File: config.mk
export PLATFORM = sky130hd
export DESIGN_NAME = gecko_speculation_top
export DESIGN_NICKNAME = d
export VERILOG_FILES = /design/src/gecko_pkg.sv /design/src/gecko_instruction_decode.sv /design/src/gecko_decode_speculative.sv /design/src/gecko_branch_resolve.sv /design/src/gecko_writeback_filter.sv /design/src/gecko_speculation_top.sv
export SDC_FILE = /design/constraint.sdc
export NUM_CORES = 1
export LEC_CHECK = 0
export BUFFER_PORTS_ARGS = -buffer_cell sky130_fd_sc_hd__buf_2
export CAP_MARGIN = 20
export CORE_MARGIN = 3
export CORE_UTILIZATION = 50
export DETAILED_ROUTE_END_ITERATION = 7
export PLACE_DENSITY = 0.73
export SETUP_SLACK_MARGIN = 0.5
export SYNTH_ARGS = -nofsm -noshare
export SYNTH_HDL_FRONTEND = slang
export SYNTH_SLANG_ARGS = --single-unit
File: constraint.sdc
create_clock -name clk -period 11.27 [get_ports clk]
set_input_delay 0.5635 -clock clk [delete_from_list [all_inputs] [get_ports clk]]
set_output_delay 0.5635 -clock clk [all_outputs]
set_load 0.01 [all_outputs]
File: src/gecko_pkg.sv
/*
 * shared definitions for the speculation control
 * opcodes and branch condition codes, the speculation flag,
 * the branch/jump word union, and the issue, result and redirect structs
 */

package gecko_pkg;

    // two flag bits give a history of four speculation windows
    typedef logic [1:0] gecko_jump_flag_t;

    // only the opcodes that the speculation control cares about
    typedef enum logic [6:0] {
        OPCODE_OTHER  = 7'b0000000,
        OPCODE_OP_IMM = 7'b0010011,
        OPCODE_OP     = 7'b0110011,
        OPCODE_BRANCH = 7'b1100011,
        OPCODE_JAL    = 7'b1101111
    } gecko_opcode_t;

    // funct3 encodings of the conditional branches
    localparam logic [2:0] FUNCT3_BEQ  = 3'b000;
    localparam logic [2:0] FUNCT3_BNE  = 3'b001;
    localparam logic [2:0] FUNCT3_BLT  = 3'b100;
    localparam logic [2:0] FUNCT3_BGE  = 3'b101;
    localparam logic [2:0] FUNCT3_BLTU = 3'b110;
    localparam logic [2:0] FUNCT3_BGEU = 3'b111;

    // what the execute side has to do with an issued instruction
    typedef enum logic [1:0] {
        GECKO_KIND_ALU    = 2'b00,
        GECKO_KIND_BRANCH = 2'b01,
        GECKO_KIND_JUMP   = 2'b10
    } gecko_kind_t;

    // B-type layout, the branch offset is scattered over two fields
    typedef struct packed {
        logic       imm_12;
        logic [5:0] imm_10_5;
        logic [4:0] rs2;
        logic [4:0] rs1;
        logic [2:0] funct3;
        logic [3:0] imm_4_1;
        logic       imm_11;
        logic [6:0] opcode;
    } gecko_b_type_t;

    // J-type layout, the 20 bit jump offset in its encoded order
    typedef struct packed {
        logic       imm_20;
        logic [9:0] imm_10_1;
        logic       imm_11;
        logic [7:0] imm_19_12;
        logic [4:0] rd;
        logic [6:0] opcode;
    } gecko_j_type_t;

    // the same instruction word seen either as a branch or as a jump
    typedef union packed {
        gecko_b_type_t b;
        gecko_j_type_t j;
    } gecko_branch_word_t;

    // instruction in flight from decode to resolve
    typedef struct packed {
        gecko_kind_t        kind;
        logic [4:0]         rd;
        logic [2:0]         funct3;
        logic [31:0]        pc;
        logic [31:0]        rs1_value;
        logic [31:0]        rs2_value;
        gecko_branch_word_t branch_word;
        gecko_jump_flag_t   flag;
    } gecko_issue_t;

    // a writeback, tagged with the flag it was issued under
    typedef struct packed {
        logic [4:0]       rd;
        logic [31:0]      value;
        gecko_jump_flag_t flag;
    } gecko_result_t;

    // new fetch target after a mispredicted branch or a jump
    typedef struct packed {
        logic [31:0] pc;
        logic        taken;
    } gecko_redirect_t;

endpackage

File: src/gecko_instruction_decode.sv
/*
 * instruction decode of the speculation control
 * classifies incoming words, computes stall from the tracker levels
 * and registers accepted instructions with their speculation flag
 */

`timescale 1ns/100ps

module gecko_instruction_decode
    import gecko_pkg::*;
(
    input  wire               clk,
    input  wire               rst,

    // instruction stream
    input  wire               instr_valid,
    input  wire        [31:0] instr,
    input  wire        [31:0] instr_pc,
    input  wire        [31:0] rs1_value,
    input  wire        [31:0] rs2_value,
    input  wire               instr_updated,

    // levels from the speculation tracker
    input  wire               speculating,
    input  wire               speculation_full,
    input  wire               mispredicted,
    input  gecko_jump_flag_t  execute_flag,

    output logic              stall,

    // events toward the speculation tracker
    output logic              instruction_enable,
    output logic              instruction_branch_jump,
    output logic              instruction_updated,

    // issued instruction toward resolve
    output logic              issue_valid,
    output gecko_issue_t      issue
);

    gecko_opcode_t opcode;
    logic          is_alu;
    logic          is_branch;
    logic          is_jump;
    logic          is_branch_jump;
    logic          accept;

    always_comb begin
        opcode = gecko_opcode_t'(instr[6:0]);

        // immediate forms arrive with the immediate already in rs2_value
        is_alu         = (opcode == OPCODE_OP) || (opcode == OPCODE_OP_IMM);
        is_branch      = (opcode == OPCODE_BRANCH);
        is_jump        = (opcode == OPCODE_JAL);
        is_branch_jump = is_branch || is_jump;

        // only one branch or jump may be unresolved at a time
        // and the old stream is held off until the updated one shows up
        stall = (instr_valid && is_branch_jump && speculating) ||
                speculation_full ||
                (mispredicted && !instr_updated);

        accept = instr_valid && !stall;

        instruction_enable      = accept;
        instruction_branch_jump = accept && is_branch_jump;
        instruction_updated     = accept && instr_updated;
    end

    always_ff @(posedge clk) begin
        if (rst) begin
            issue_valid <= 1'b0;
        end else begin
            issue_valid <= accept;
        end
    end

    // the payload simply follows every accepted instruction
    always_ff @(posedge clk) begin
        if (accept) begin
            if (is_branch) begin
                issue.kind <= GECKO_KIND_BRANCH;
            end else if (is_jump) begin
                issue.kind <= GECKO_KIND_JUMP;
            end else begin
                issue.kind <= GECKO_KIND_ALU;
            end

            // unknown opcodes go down the alu path with rd zero, so they never write back
            issue.rd          <= (is_alu || is_jump) ? instr[11:7] : 5'd0;
            issue.funct3      <= instr[14:12];
            issue.pc          <= instr_pc;
            issue.rs1_value   <= rs1_value;
            issue.rs2_value   <= rs2_value;
            issue.branch_word <= instr;

            // execute_flag already carries the bump of an updated stream
            issue.flag        <= execute_flag;
        end
    end

endmodule

File: src/gecko_decode_speculative.sv
/*
 * speculation tracker
 * front and rear flag counters, the speculating and full levels,
 * the mispredicted state and the flag offered to new instructions
 */

`timescale 1ns/100ps

module gecko_decode_speculative
    import gecko_pkg::*;
#(
    parameter int COUNTER_WIDTH = 2
)(
    input  wire               clk,
    input  wire               rst,

    // events from decode
    input  wire               instruction_enable,
    input  wire               instruction_branch_jump,
    input  wire               instruction_updated,

    // events from resolve
    input  wire               speculation_resolved,
    input  wire               speculation_mispredicted,

    output logic              mispredicted,
    output logic              speculating,
    output logic              speculation_full,

    output gecko_jump_flag_t  execute_flag,

    output logic              reset_done
);

    localparam int FLAG_WIDTH = $bits(gecko_jump_flag_t);

    typedef logic [COUNTER_WIDTH-1:0] counter_t;

    // front counts opened windows, rear counts closed ones
    counter_t front_flag;
    counter_t rear_flag;
    counter_t front_flag_next;
    counter_t rear_flag_next;
    logic     mispredicted_next;

    always_comb begin
        // the updated stream gets its new flag in the same cycle it is accepted
        // rather than one cycle later when the front counter has moved
        execute_flag = front_flag[FLAG_WIDTH-1:0] +
                       (instruction_updated ? gecko_jump_flag_t'(1) : gecko_jump_flag_t'(0));

        // a mispredict holds until the redirected stream is taken in
        if (speculation_resolved && speculation_mispredicted) begin
            mispredicted_next = 1'b1;
        end else if (instruction_enable && instruction_updated) begin
            mispredicted_next = 1'b0;
        end else begin
            mispredicted_next = mispredicted;
        end

        // one step per branch or jump and one per updated stream
        front_flag_next = front_flag +
                          counter_t'(instruction_branch_jump) +
                          counter_t'(instruction_updated);

        // one step per resolution and one per applied stream update
        rear_flag_next = rear_flag +
                         counter_t'(speculation_resolved) +
                         counter_t'(instruction_enable && instruction_updated);

        speculating      = (front_flag != rear_flag);

        // one more step at the front would wrap onto the rear
        speculation_full = ((front_flag + counter_t'(1)) == rear_flag);
    end

    // front only moves with an accepted instruction
    always_ff @(posedge clk) begin
        if (rst) begin
            front_flag <= '0;
        end else if (instruction_enable) begin
            front_flag <= front_flag_next;
        end
    end

    always_ff @(posedge clk) begin
        if (rst) begin
            rear_flag    <= '0;
            mispredicted <= 1'b0;
        end else begin
            rear_flag    <= rear_flag_next;
            mispredicted <= mispredicted_next;
        end
    end

    // goes high on the first cycle after reset is released
    always_ff @(posedge clk) begin
        if (rst) begin
            reset_done <= 1'b0;
        end else begin
            reset_done <= 1'b1;
        end
    end

endmodule

File: src/gecko_branch_resolve.sv
/*
 * branch resolve and execute
 * evaluates branch conditions and jal targets, computes alu sums,
 * and registers resolution, redirect and result outputs
 */

`timescale 1ns/100ps

module gecko_branch_resolve
    import gecko_pkg::*;
(
    input  wire              clk,
    input  wire              rst,

    input  wire              issue_valid,
    input  gecko_issue_t     issue,

    // back to the tracker and the writeback filter
    output logic             speculation_resolved,
    output logic             speculation_mispredicted,

    output logic             redirect_valid,
    output gecko_redirect_t  redirect,

    output logic             result_valid,
    output gecko_result_t    result
);

    logic        is_branch;
    logic        is_jump;
    logic        branch_taken;
    logic        mispredict;
    logic [31:0] b_offset;
    logic [31:0] j_offset;
    logic [31:0] target;
    logic [31:0] link_pc;
    logic [31:0] alu_sum;
    logic        writes_back;

    always_comb begin
        is_branch = (issue.kind == GECKO_KIND_BRANCH);
        is_jump   = (issue.kind == GECKO_KIND_JUMP);

        case (issue.funct3)
            FUNCT3_BEQ:  branch_taken = (issue.rs1_value == issue.rs2_value);
            FUNCT3_BNE:  branch_taken = (issue.rs1_value != issue.rs2_value);
            FUNCT3_BLT:  branch_taken = ($signed(issue.rs1_value) < $signed(issue.rs2_value));
            FUNCT3_BGE:  branch_taken = ($signed(issue.rs1_value) >= $signed(issue.rs2_value));
            FUNCT3_BLTU: branch_taken = (issue.rs1_value < issue.rs2_value);
            FUNCT3_BGEU: branch_taken = (issue.rs1_value >= issue.rs2_value);
            default:     branch_taken = 1'b0;
        endcase

        // prediction is always not taken, so every taken branch and every jump mispredicts
        mispredict = is_jump || (is_branch && branch_taken);

        // reassemble the scattered offsets, both sign extended with bit 0 clear
        b_offset = {{20{issue.branch_word.b.imm_12}}, issue.branch_word.b.imm_11,
                    issue.branch_word.b.imm_10_5, issue.branch_word.b.imm_4_1, 1'b0};
        j_offset = {{12{issue.branch_word.j.imm_20}}, issue.branch_word.j.imm_19_12,
                    issue.branch_word.j.imm_11, issue.branch_word.j.imm_10_1, 1'b0};

        target  = issue.pc + (is_jump ? j_offset : b_offset);
        link_pc = issue.pc + 32'd4;
        alu_sum = issue.rs1_value + issue.rs2_value;

        // x0 is never written, so rd zero means no writeback at all
        writes_back = !is_branch && (issue.rd != 5'd0);
    end

    always_ff @(posedge clk) begin
        if (rst) begin
            speculation_resolved     <= 1'b0;
            speculation_mispredicted <= 1'b0;
            redirect_valid           <= 1'b0;
            result_valid             <= 1'b0;
        end else begin
            speculation_resolved     <= issue_valid && (is_branch || is_jump);
            speculation_mispredicted <= issue_valid && mispredict;
            redirect_valid           <= issue_valid && mispredict;
            result_valid             <= issue_valid && writes_back;
        end
    end

    always_ff @(posedge clk) begin
        if (issue_valid) begin
            redirect.pc    <= target;
            redirect.taken <= mispredict;
            result.rd      <= issue.rd;
            result.value   <= is_jump ? link_pc : alu_sum;
            result.flag    <= issue.flag;
        end
    end

endmodule

File: src/gecko_writeback_filter.sv
/*
 * writeback filter
 * per-flag mispredicted table with its own rear pointer,
 * drops results that were issued in the shadow of a mispredict
 */

`timescale 1ns/100ps

module gecko_writeback_filter
    import gecko_pkg::*;
(
    input  wire               clk,
    input  wire               rst,

    input  wire               speculation_resolved,
    input  wire               speculation_mispredicted,

    input  wire               instruction_updated,
    input  gecko_jump_flag_t  execute_flag,

    input  wire               result_valid,
    input  gecko_result_t     result,

    output logic              wb_valid,
    output gecko_result_t     wb
);

    localparam int HISTORY_DEPTH = 1 << $bits(gecko_jump_flag_t);

    // rear_ptr follows the tracker's rear counter step for step
    gecko_jump_flag_t          rear_ptr;
    gecko_jump_flag_t          shadow_flag;
    logic [HISTORY_DEPTH-1:0]  mispredicted_table;
    logic                      result_dropped;

    always_comb begin
        // instructions behind a branch carry the flag one past the rear pointer
        shadow_flag = rear_ptr + gecko_jump_flag_t'(1);

        // the table is looked up with the flag the result was issued under
        result_dropped = mispredicted_table[result.flag];
    end

    always_ff @(posedge clk) begin
        if (rst) begin
            rear_ptr           <= '0;
            mispredicted_table <= '0;
        end else begin
            // every resolution rewrites the entry of its shadow, so stale marks
            // from an earlier pass around the flags cannot survive
            if (speculation_resolved) begin
                mispredicted_table[shadow_flag] <= speculation_mispredicted;
            end

            // the updated stream starts under a fresh flag, which must read clean
            if (instruction_updated) begin
                mispredicted_table[execute_flag] <= 1'b0;
            end

            rear_ptr <= rear_ptr + gecko_jump_flag_t'(speculation_resolved) +
                        gecko_jump_flag_t'(instruction_updated);
        end
    end

    always_ff @(posedge clk) begin
        if (rst) begin
            wb_valid <= 1'b0;
        end else begin
            wb_valid <= result_valid && !result_dropped;
        end
    end

    // payload is only meaningful with wb_valid
    always_ff @(posedge clk) begin
        if (result_valid) begin
            wb <= result;
        end
    end

endmodule

File: src/gecko_speculation_top.sv
/*
 * speculation control top level
 * connects decode, speculation tracker, branch resolve
 * and writeback filter
 */

`timescale 1ns/100ps

module gecko_speculation_top
    import gecko_pkg::*;
#(
    parameter int COUNTER_WIDTH = 2
)(
    input  wire               clk,
    input  wire               rst,

    input  wire               instr_valid,
    input  wire        [31:0] instr,
    input  wire        [31:0] instr_pc,
    input  wire        [31:0] rs1_value,
    input  wire        [31:0] rs2_value,
    input  wire               instr_updated,

    output logic              stall,

    output logic              redirect_valid,
    output gecko_redirect_t   redirect,

    output logic              wb_valid,
    output gecko_result_t     wb
);

    // decode to tracker
    logic             instruction_enable;
    logic             instruction_branch_jump;
    logic             instruction_updated;

    // tracker to decode and filter
    logic             speculating;
    logic             speculation_full;
    logic             mispredicted;
    gecko_jump_flag_t execute_flag;

    // decode to resolve
    logic             issue_valid;
    gecko_issue_t     issue;

    // resolve to tracker and filter
    logic             speculation_resolved;
    logic             speculation_mispredicted;
    logic             result_valid;
    gecko_result_t    result;

    gecko_instruction_decode decode_inst (
        .clk, .rst,
        .instr_valid, .instr, .instr_pc, .rs1_value, .rs2_value, .instr_updated,
        .speculating, .speculation_full, .mispredicted, .execute_flag,
        .stall,
        .instruction_enable, .instruction_branch_jump, .instruction_updated,
        .issue_valid, .issue
    );

    // reset_done is left open here, it only serves observation of the tracker
    gecko_decode_speculative #(
        .COUNTER_WIDTH(COUNTER_WIDTH)
    ) speculative_inst (
        .clk, .rst,
        .instruction_enable, .instruction_branch_jump, .instruction_updated,
        .speculation_resolved, .speculation_mispredicted,
        .mispredicted, .speculating, .speculation_full,
        .execute_flag,
        .reset_done()
    );

    gecko_branch_resolve resolve_inst (
        .clk, .rst,
        .issue_valid, .issue,
        .speculation_resolved, .speculation_mispredicted,
        .redirect_valid, .redirect,
        .result_valid, .result
    );

    gecko_writeback_filter filter_inst (
        .clk, .rst,
        .speculation_resolved, .speculation_mispredicted,
        .instruction_updated, .execute_flag,
        .result_valid, .result,
        .wb_valid, .wb
    );

endmodule

### Word-level counts from Yosys, hierarchy flattened

Index checks and enable logic that the tools add are counted.

| word-level totals | value |
|---|---|
| register bits | 267 |
| bits of input ports | 132 |
| output and inout bits | 75 |
| word-level logic and storage cells | 111 |

| cells by class | value |
|---|---|
| add/sub/neg operators | 12 |
| $lt $le $gt $ge | 9 |
| eq/ne operators | 15 |
| mux-type cells | 17 |
| bitwise logic cells | 2 |
| reduce and logical (&&, ||, !) cells | 30 |

Operators with widths:

| cell | number |
|---|---|
| $add A32 B32 Y32 | 2 |
| $ge A32 B32 Y1 | 2 |
| $lt A32 B32 Y1 | 2 |
| $add A32 B3 Y32 const B | 1 |
| $eq A32 B32 Y1 | 1 |
| $mux W32 | 1 |
| $ne A32 B32 Y1 | 1 |
| $mux W20 | 1 |
| $logic_and A1 B1 Y1 | 16 |
| $eq A7 B7 Y1 const B | 2 |
| $add A2 B1 Y2 | 6 |
| $eq A3 B3 Y1 const B | 4 |
| $mux W4 | 3 |
| $lt A2 B3 Y1 const B | 3 |
| $eq A7 B5 Y1 const B | 1 |
| $eq A7 B6 Y1 const B | 1 |
| $logic_or A1 B1 Y1 | 7 |
| $mux W1 | 6 |
| $pmux W1 S6 | 1 |
| $reduce_bool A5 Y1 | 1 |
| $add A2 B1 Y2 const B | 2 |
| $and A4 B4 Y4 | 1 |
| $bwmux W4 | 1 |
| $demux W1 S2 | 2 |
| other kinds (13) | 17 |

### Longest topological paths before layout

| depth | value |
|---|---|
| depth in word-level cells | 18 |
| mapped depth | 17 |

### Cells and area by module

A second synthesis with hierarchy kept.

| second synthesis, totals | value |
|---|---|
| cell total of the unflattened synthesis | 1059 |
| area total of the unflattened synthesis | 13394.1 µm² |

Modules (own cells, without submodules):

| module | times used | cells each | area each (µm²) |
|---|---|---|---|
| gecko_branch_resolve | 1 | 788 | 7244.4 |
| gecko_instruction_decode | 1 | 168 | 4335.4 |
| gecko_writeback_filter | 1 | 71 | 1516.5 |
| gecko_decode_speculative | 1 | 32 | 297.8 |

### Worst setup path before layout

No wires, ideal clock.

| timing | value |
|---|---|
| path type | input -> register |
| start | in instr[6] |
| end | reg filter_inst.mispredicted_table[3] |
| setup time | 0.086 ns |
| arrival time | 6.288 ns |
| path slack | 4.896 ns |
| stages on the path | 12 |
| path through | nand2_1 -> nor2_1 -> nand3_1 -> a21oi_1 -> o21ai_0 -> and2_1 -> clkbuf_1 -> nand2_1 -> inv_1 -> ha_1 -> and3_1 -> a211oi_1 |

| between the ends | value |
|---|---|
| word-level cells in the longest chain between the ends | 18 |
| elaborated cells on any way between the ends | 20 |
| those cells by class | add/sub: 1; order compare: 2; eq/ne: 2; mux: 4; bitwise: 2; reduce/logical: 9 |

RTL lines:

| what | RTL line | text |
|---|---|---|
| start, declared | gecko_speculation_top.sv:18 | `input wire [31:0] instr,` |
| $eq A7 B7 Y1, on equally long branches | gecko_instruction_decode.sv:53, gecko_instruction_decode.sv:54 |  |
| $logic_or A1 B1 Y1 * | gecko_instruction_decode.sv:55 | `is_branch_jump = is_branch \|\| is_jump;` |
| $logic_and A1 B1 Y1 * (2 in a row) | gecko_instruction_decode.sv:59 | `stall = (instr_valid && is_branch_jump && speculating) \|\|` |
| $logic_or A1 B1 Y1 * | gecko_instruction_decode.sv:59 |  |
| $logic_or A1 B1 Y1 * | gecko_instruction_decode.sv:60 | `speculation_full \|\|` |
| $logic_not A1 Y1 * | gecko_instruction_decode.sv:63 | `accept = instr_valid && !stall;` |
| $logic_and A1 B1 Y1 * | gecko_instruction_decode.sv:63 |  |
| via decode_inst.instruction_enable | gecko_instruction_decode.sv:32 | `output logic instruction_enable,` |
| [... 3 more ...] | n/a |  |
| via decode_inst.execute_flag[0] | gecko_instruction_decode.sv:27 | `input gecko_jump_flag_t execute_flag,` |
| $lt A2 B3 Y1 (implied by the code) or $ge A2 B1 Y1 (tied branches) | gecko_writeback_filter.sv:57 | `mispredicted_table[execute_flag] <= 1'b0;` |
| $logic_and A1 B1 Y1 (implied by the code) | gecko_writeback_filter.sv:57 |  |
| $mux W1 (implied by the code) | gecko_writeback_filter.sv:57 |  |
| $demux W1 S2 * | n/a |  |
| $not A4 Y4 (no source line) * | n/a |  |
| $and A4 B4 Y4 (no source line) * | n/a |  |
| $mux W4 * | gecko_writeback_filter.sv:56 | `if (instruction_updated) begin` |
| end signal, assigned by index | gecko_writeback_filter.sv:52 | `mispredicted_table[shadow_flag] <= speculation_mispredicted;` |
| end, declared | gecko_writeback_filter.sv:33 | `logic [HISTORY_DEPTH-1:0] mispredicted_table;` |

Mark *: on every way through the listed nets, which the timed path passes. The rest lies on a longest branch.
A chain may end at the register's enable or synchronous reset.

### Worst setup path in the final report

| timing | value |
|---|---|
| start | reg, netlist name decode_inst.issue[138] |
| end | reg, netlist name resolve_inst.redirect[32] |

| between the ends | value |
|---|---|
| word-level cells in the longest chain between the ends | 3 |

RTL lines:

| what | RTL line | text |
|---|---|---|
| $eq A2 B2 Y1 | gecko_branch_resolve.sv:42 | `is_jump = (issue.kind == GECKO_KIND_JUMP);` |
| $mux W20 | gecko_branch_resolve.sv:63 | `target = issue.pc + (is_jump ? j_offset : b_offset);` |
| $add A32 B32 Y32 | gecko_branch_resolve.sv:63 |  |
| via resolve_inst.target[31] | gecko_branch_resolve.sv:35 | `logic [31:0] target;` |

The timed path passes the listed nets, and every way through them passes these cells.

==> impl_metrics.json <==
{
  "hold_end": "decode_inst.issue[27]",
  "multi_input_area_sq_mm": 0.00505,
  "r2r-end": "resolve_inst.redirect[32]",
  "slowest_stage": "buf_4",
  "p_leak_nw": 6.17,
  "synth_xor_area_frac": 0.0568,
  "ios": 207,
  "synth_area_sq_mm": 0.0130,
  "hold_class": "primary input to flop",
  "place_congestion": 0.880,
  "synth_compound_area_frac": 0.115,
  "post_cts_resized": 0,
  "fin_crit_sh": 0.406,
  "ys_seq_area_frac": 0.583,
  "wl_mm": 28.0,
  "max_stage_delay_ns": 0.57,
  "drtAntennaViolNets": 0,
  "synth_edf_count": 241,
  "cts_made_buffers": 27,
  "tightest_slew_ns": 1.07,
  "cts.sinks": 257,
  "synthMuxAreaShare": 0.0154,
  "drc": 0,
  "synth_warnings": 0,
  "worstSetupStartpointType": "flop",
  "r2r-start": "decode_inst.issue[138]",
  "synthFlopType": "edfxtp_1",
  "worstHoldStart": "instr[25]",
  "antenna_found_initial": 3,
  "max-vdd-ir-drop_mv": 0.134,
  "p_per_area_mw_per_mm2": 175,
  "avgSynthCellArea_sq_um": 12.3,
  "regArea_sq_mm": 0.00756,
  "rr_worst_depth": 15,
  "postCtsSetupRepairBufs": 0,
  "slew_viol_final": 0,
  "synthArstFlopShare": 0,
  "worstPathCellList": "inv_1 > ha_2 > buf_4 > inv_1 > nand2_1 > nand2_1 > ha_1 > or4_1 > a221o_1 > a21oi_1 > o31ai_1 > a311o_1 > a31o_1 > a21oi_2 > xnor2_1",
  "grt_pass1_wl_mm": 44.0,
  "yosys-top-cells-area": "edfxtp_1 (56%), ha_1 (9.4%), xnor2_1 (3.7%)",
  "worst_slack_ns": 6.70,
  "path_class": "flop to flop",
  "grt_usage": 0.196,
  "post-route-min-period_ns": 4.57,
  "die_h_um": 167,
  "place_ws_ns": 6.70,
  "die_width_um": 167,
  "wl_per_cell_um": 17.3,
  "path_max_fanout": 66,
  "rows": 58,
  "dr.pass1.iters": 7,
  "relSlewSlack": 0.287,
  "synth_top_area_share": 0.558,
  "final_area_sq_mm": 0.0153,
  "regToRegSetupSlack_ns": 6.70,
  "finalHoldViolCount": 0,
  "clkTransAtPathRegs_ns": 0.07,
  "drive_gt1_frac": 0.216,
  "core_sq_mm": 0.0253,
  "synthAdderAreaFrac": 0.101,
  "synth_top_family_by_area": "compound AO/OA/AOI/OAI gates",
  "ys_ff_latch": 257,
  "dpl.hpwl_mm": 20.9,
  "cts_buffer_depth": 3,
  "hold_path_depth": 1,
  "syn_nets": 1288,
  "avgViaCountPerCell": 5.35,
  "htreeDepth": 1,
  "cp-end-kind": "flop",
  "nets": 1507,
  "status": "complete, no violations",
  "fillCellCount": 2011,
  "max-cap-violations": 0,
  "max_freq_ghz": 0.219,
  "rsz0062_at_grt": "no",
  "setup_violations": 0,
  "synth_cell_type_count": 72,
  "vias": 8696,
  "tns_ns": 0,
  "critPathTopFamily": "compound AO/OA/AOI/OAI gates",
  "grt_max_degree": 80,
  "initial_core_util": 0.512,
  "fin_skew_ns": 0.0102,
  "cts_tree": "done",
  "cp.buffers_inverters": 3,
  "synth_area_leader_cell": "edfxtp_1",
  "yosys.area_share.simple": 0.101,
  "synth_cells": 1054,
  "arrival_ns": 4.85,
  "drt_iter0_drc": 576,
  "cts_hold_buf": 0,
  "post_dp_cell_area_sq_mm": 0.0144,
  "clk_latency_ns": 0.53,
  "synthToLayoutAreaGrowth_pct": 18.1,
  "port_buffers": 206,
  "dieArea_sq_mm": 0.0279,
  "grt_pass1_vias": 8608,
  "crit_required_ns": 11.55,
  "grt-ovfl-total": 0,
  "clock-root-buffer": "clkbuf_16"
}
layout by cell type (no fill, tap or decap), types with 14 or more instances in the layout:
cell	instances
xor2_1	29
edfxtp_1	241
a21oi_1	65
nand2_1	85
nand2b_1	14
buf_2	206
nand3_1	19
nor2_1	76
ha_1	96
a21o_1	19
o21ai_0	31
inv_1	74
xnor2_1	55
nor3_1	20
clkbuf_16	27
dfxtp_1	14
power by group:
part / total (mW) / switching (mW) / internal [mW]
Sequential: 1.24 / 0.0616 / 1.18
Combinational: 0.541 / 0.313 / 0.229
Clock: 0.896 / 0.359 / 0.537
state kept, by name, indices dropped and copies added, names as in the netlist, 2 cells and up:
| name | count |
|---|---|
| resolve_inst.result | 39 |
| speculative_inst.rear_flag | 2 |
| filter_inst.rear_ptr | 2 |
| decode_inst.issue | 130 |
| speculative_inst.front_flag | 2 |
| resolve_inst.redirect | 33 |
| filter_inst.wb | 39 |
| filter_inst.mispredicted_table | 4 |
synthesized netlist by cell type (5+ instances only):
cell	n
dfxtp_1	16
nor2b_1	7
a31oi_1	10
a21oi_1	65
o21a_1	6
clkbuf_1	13
o21ai_1	11
inv_1	74
o21ai_0	31
nor3_1	20
nand4_1	11
ha_1	97
nand3_1	19
mux2i_1	12
xor2_1	29
and2_1	9
nand2_1	85
o211ai_1	7
nor4_1	7
nand2b_1	14
xnor2_1	55
a211oi_1	12
o31ai_1	7
o21bai_1	10
and3_1	6
nor2_1	76
a21o_1	19
fa_1	5
edfxtp_1	241
mux2_2	7
per-layer routing:
metal / share of wire / GRT usage / vias to the layer above
met1: 0.42 / 0.257 / 4057
met4: 0.030 / 0.0681 / 2
met3: 0.055 / 0.0294 / 48
li1: - / - / 4323
met5: 0.00046 / 0 / -
met2: 0.49 / 0.334 / 266
worst max-delay path by stage:
stage / from / to / slack, ns / cells past startpoint
2_1_floorplan: instr[6] / filter_inst.mispredicted_table[3] / 4.90 / 12
3_3_place_gp: decode_inst.issue[138] / resolve_inst.redirect[32] / 6.87 / 15
3_5_place_dp: decode_inst.issue[138] / resolve_inst.redirect[32] / 6.70 / 15
4_1_cts: decode_inst.issue[138] / resolve_inst.redirect[32] / 6.69 / 15
5_1_grt: decode_inst.issue[138] / resolve_inst.redirect[32] / 6.37 / 15
6_report: decode_inst.issue[138] / resolve_inst.redirect[32] / 6.70 / 15
kinds of logic after synthesis:
| family | after synthesis |
|---|---|
| xor gates and xnor gates | 84 |
| and+or+nand+nor | 276 |
| DFF | 257 |
| buffers and inverters | 95 |
| AOI/OAI and AO/OA | 221 |
| adders and majority gates | 102 |
| muxes | 19 |
final cells by class:
cell class              count  area share
clock buffers              31      0.0451
multi-input cells         702       0.330
inverters                  76      0.0186
flip-flops and latches    257       0.494
diodes                      2    0.000327
well taps                 330      0.0270
repair buffers            209      0.0701
clock inverters            18      0.0149
worst register-to-register path, cell delays in order (launching register included):
cell and delay [ns]:
edfxtp_1 0.40, inv_1 0.09, ha_2 0.16, buf_4 0.57, inv_1 0.47, nand2_1 0.36, nand2_1 0.10, ha_1 0.25
or4_1 0.52, a221o_1 0.30, a21oi_1 0.19, o31ai_1 0.10, a311o_1 0.35, a31o_1 0.24, a21oi_2 0.15, xnor2_1 0.07
metrics by stage:
step / power, mW / instances / util / hold slack [ns]
after floorplan: 1.64 / 1054 / - / 0.400
after global placement: 1.78 / 1573 / 0.567 / 0.400
after detailed placement: 1.80 / 1573 / 0.567 / 0.405
after CTS: 2.70 / 1622 / 0.603 / 0.175
after global routing: 2.82 / 1625 / 0.604 / 0.179
final: 2.68 / 1625 / 0.604 / 0.205
No activity file was read; power rests on OpenSTA's default activity.
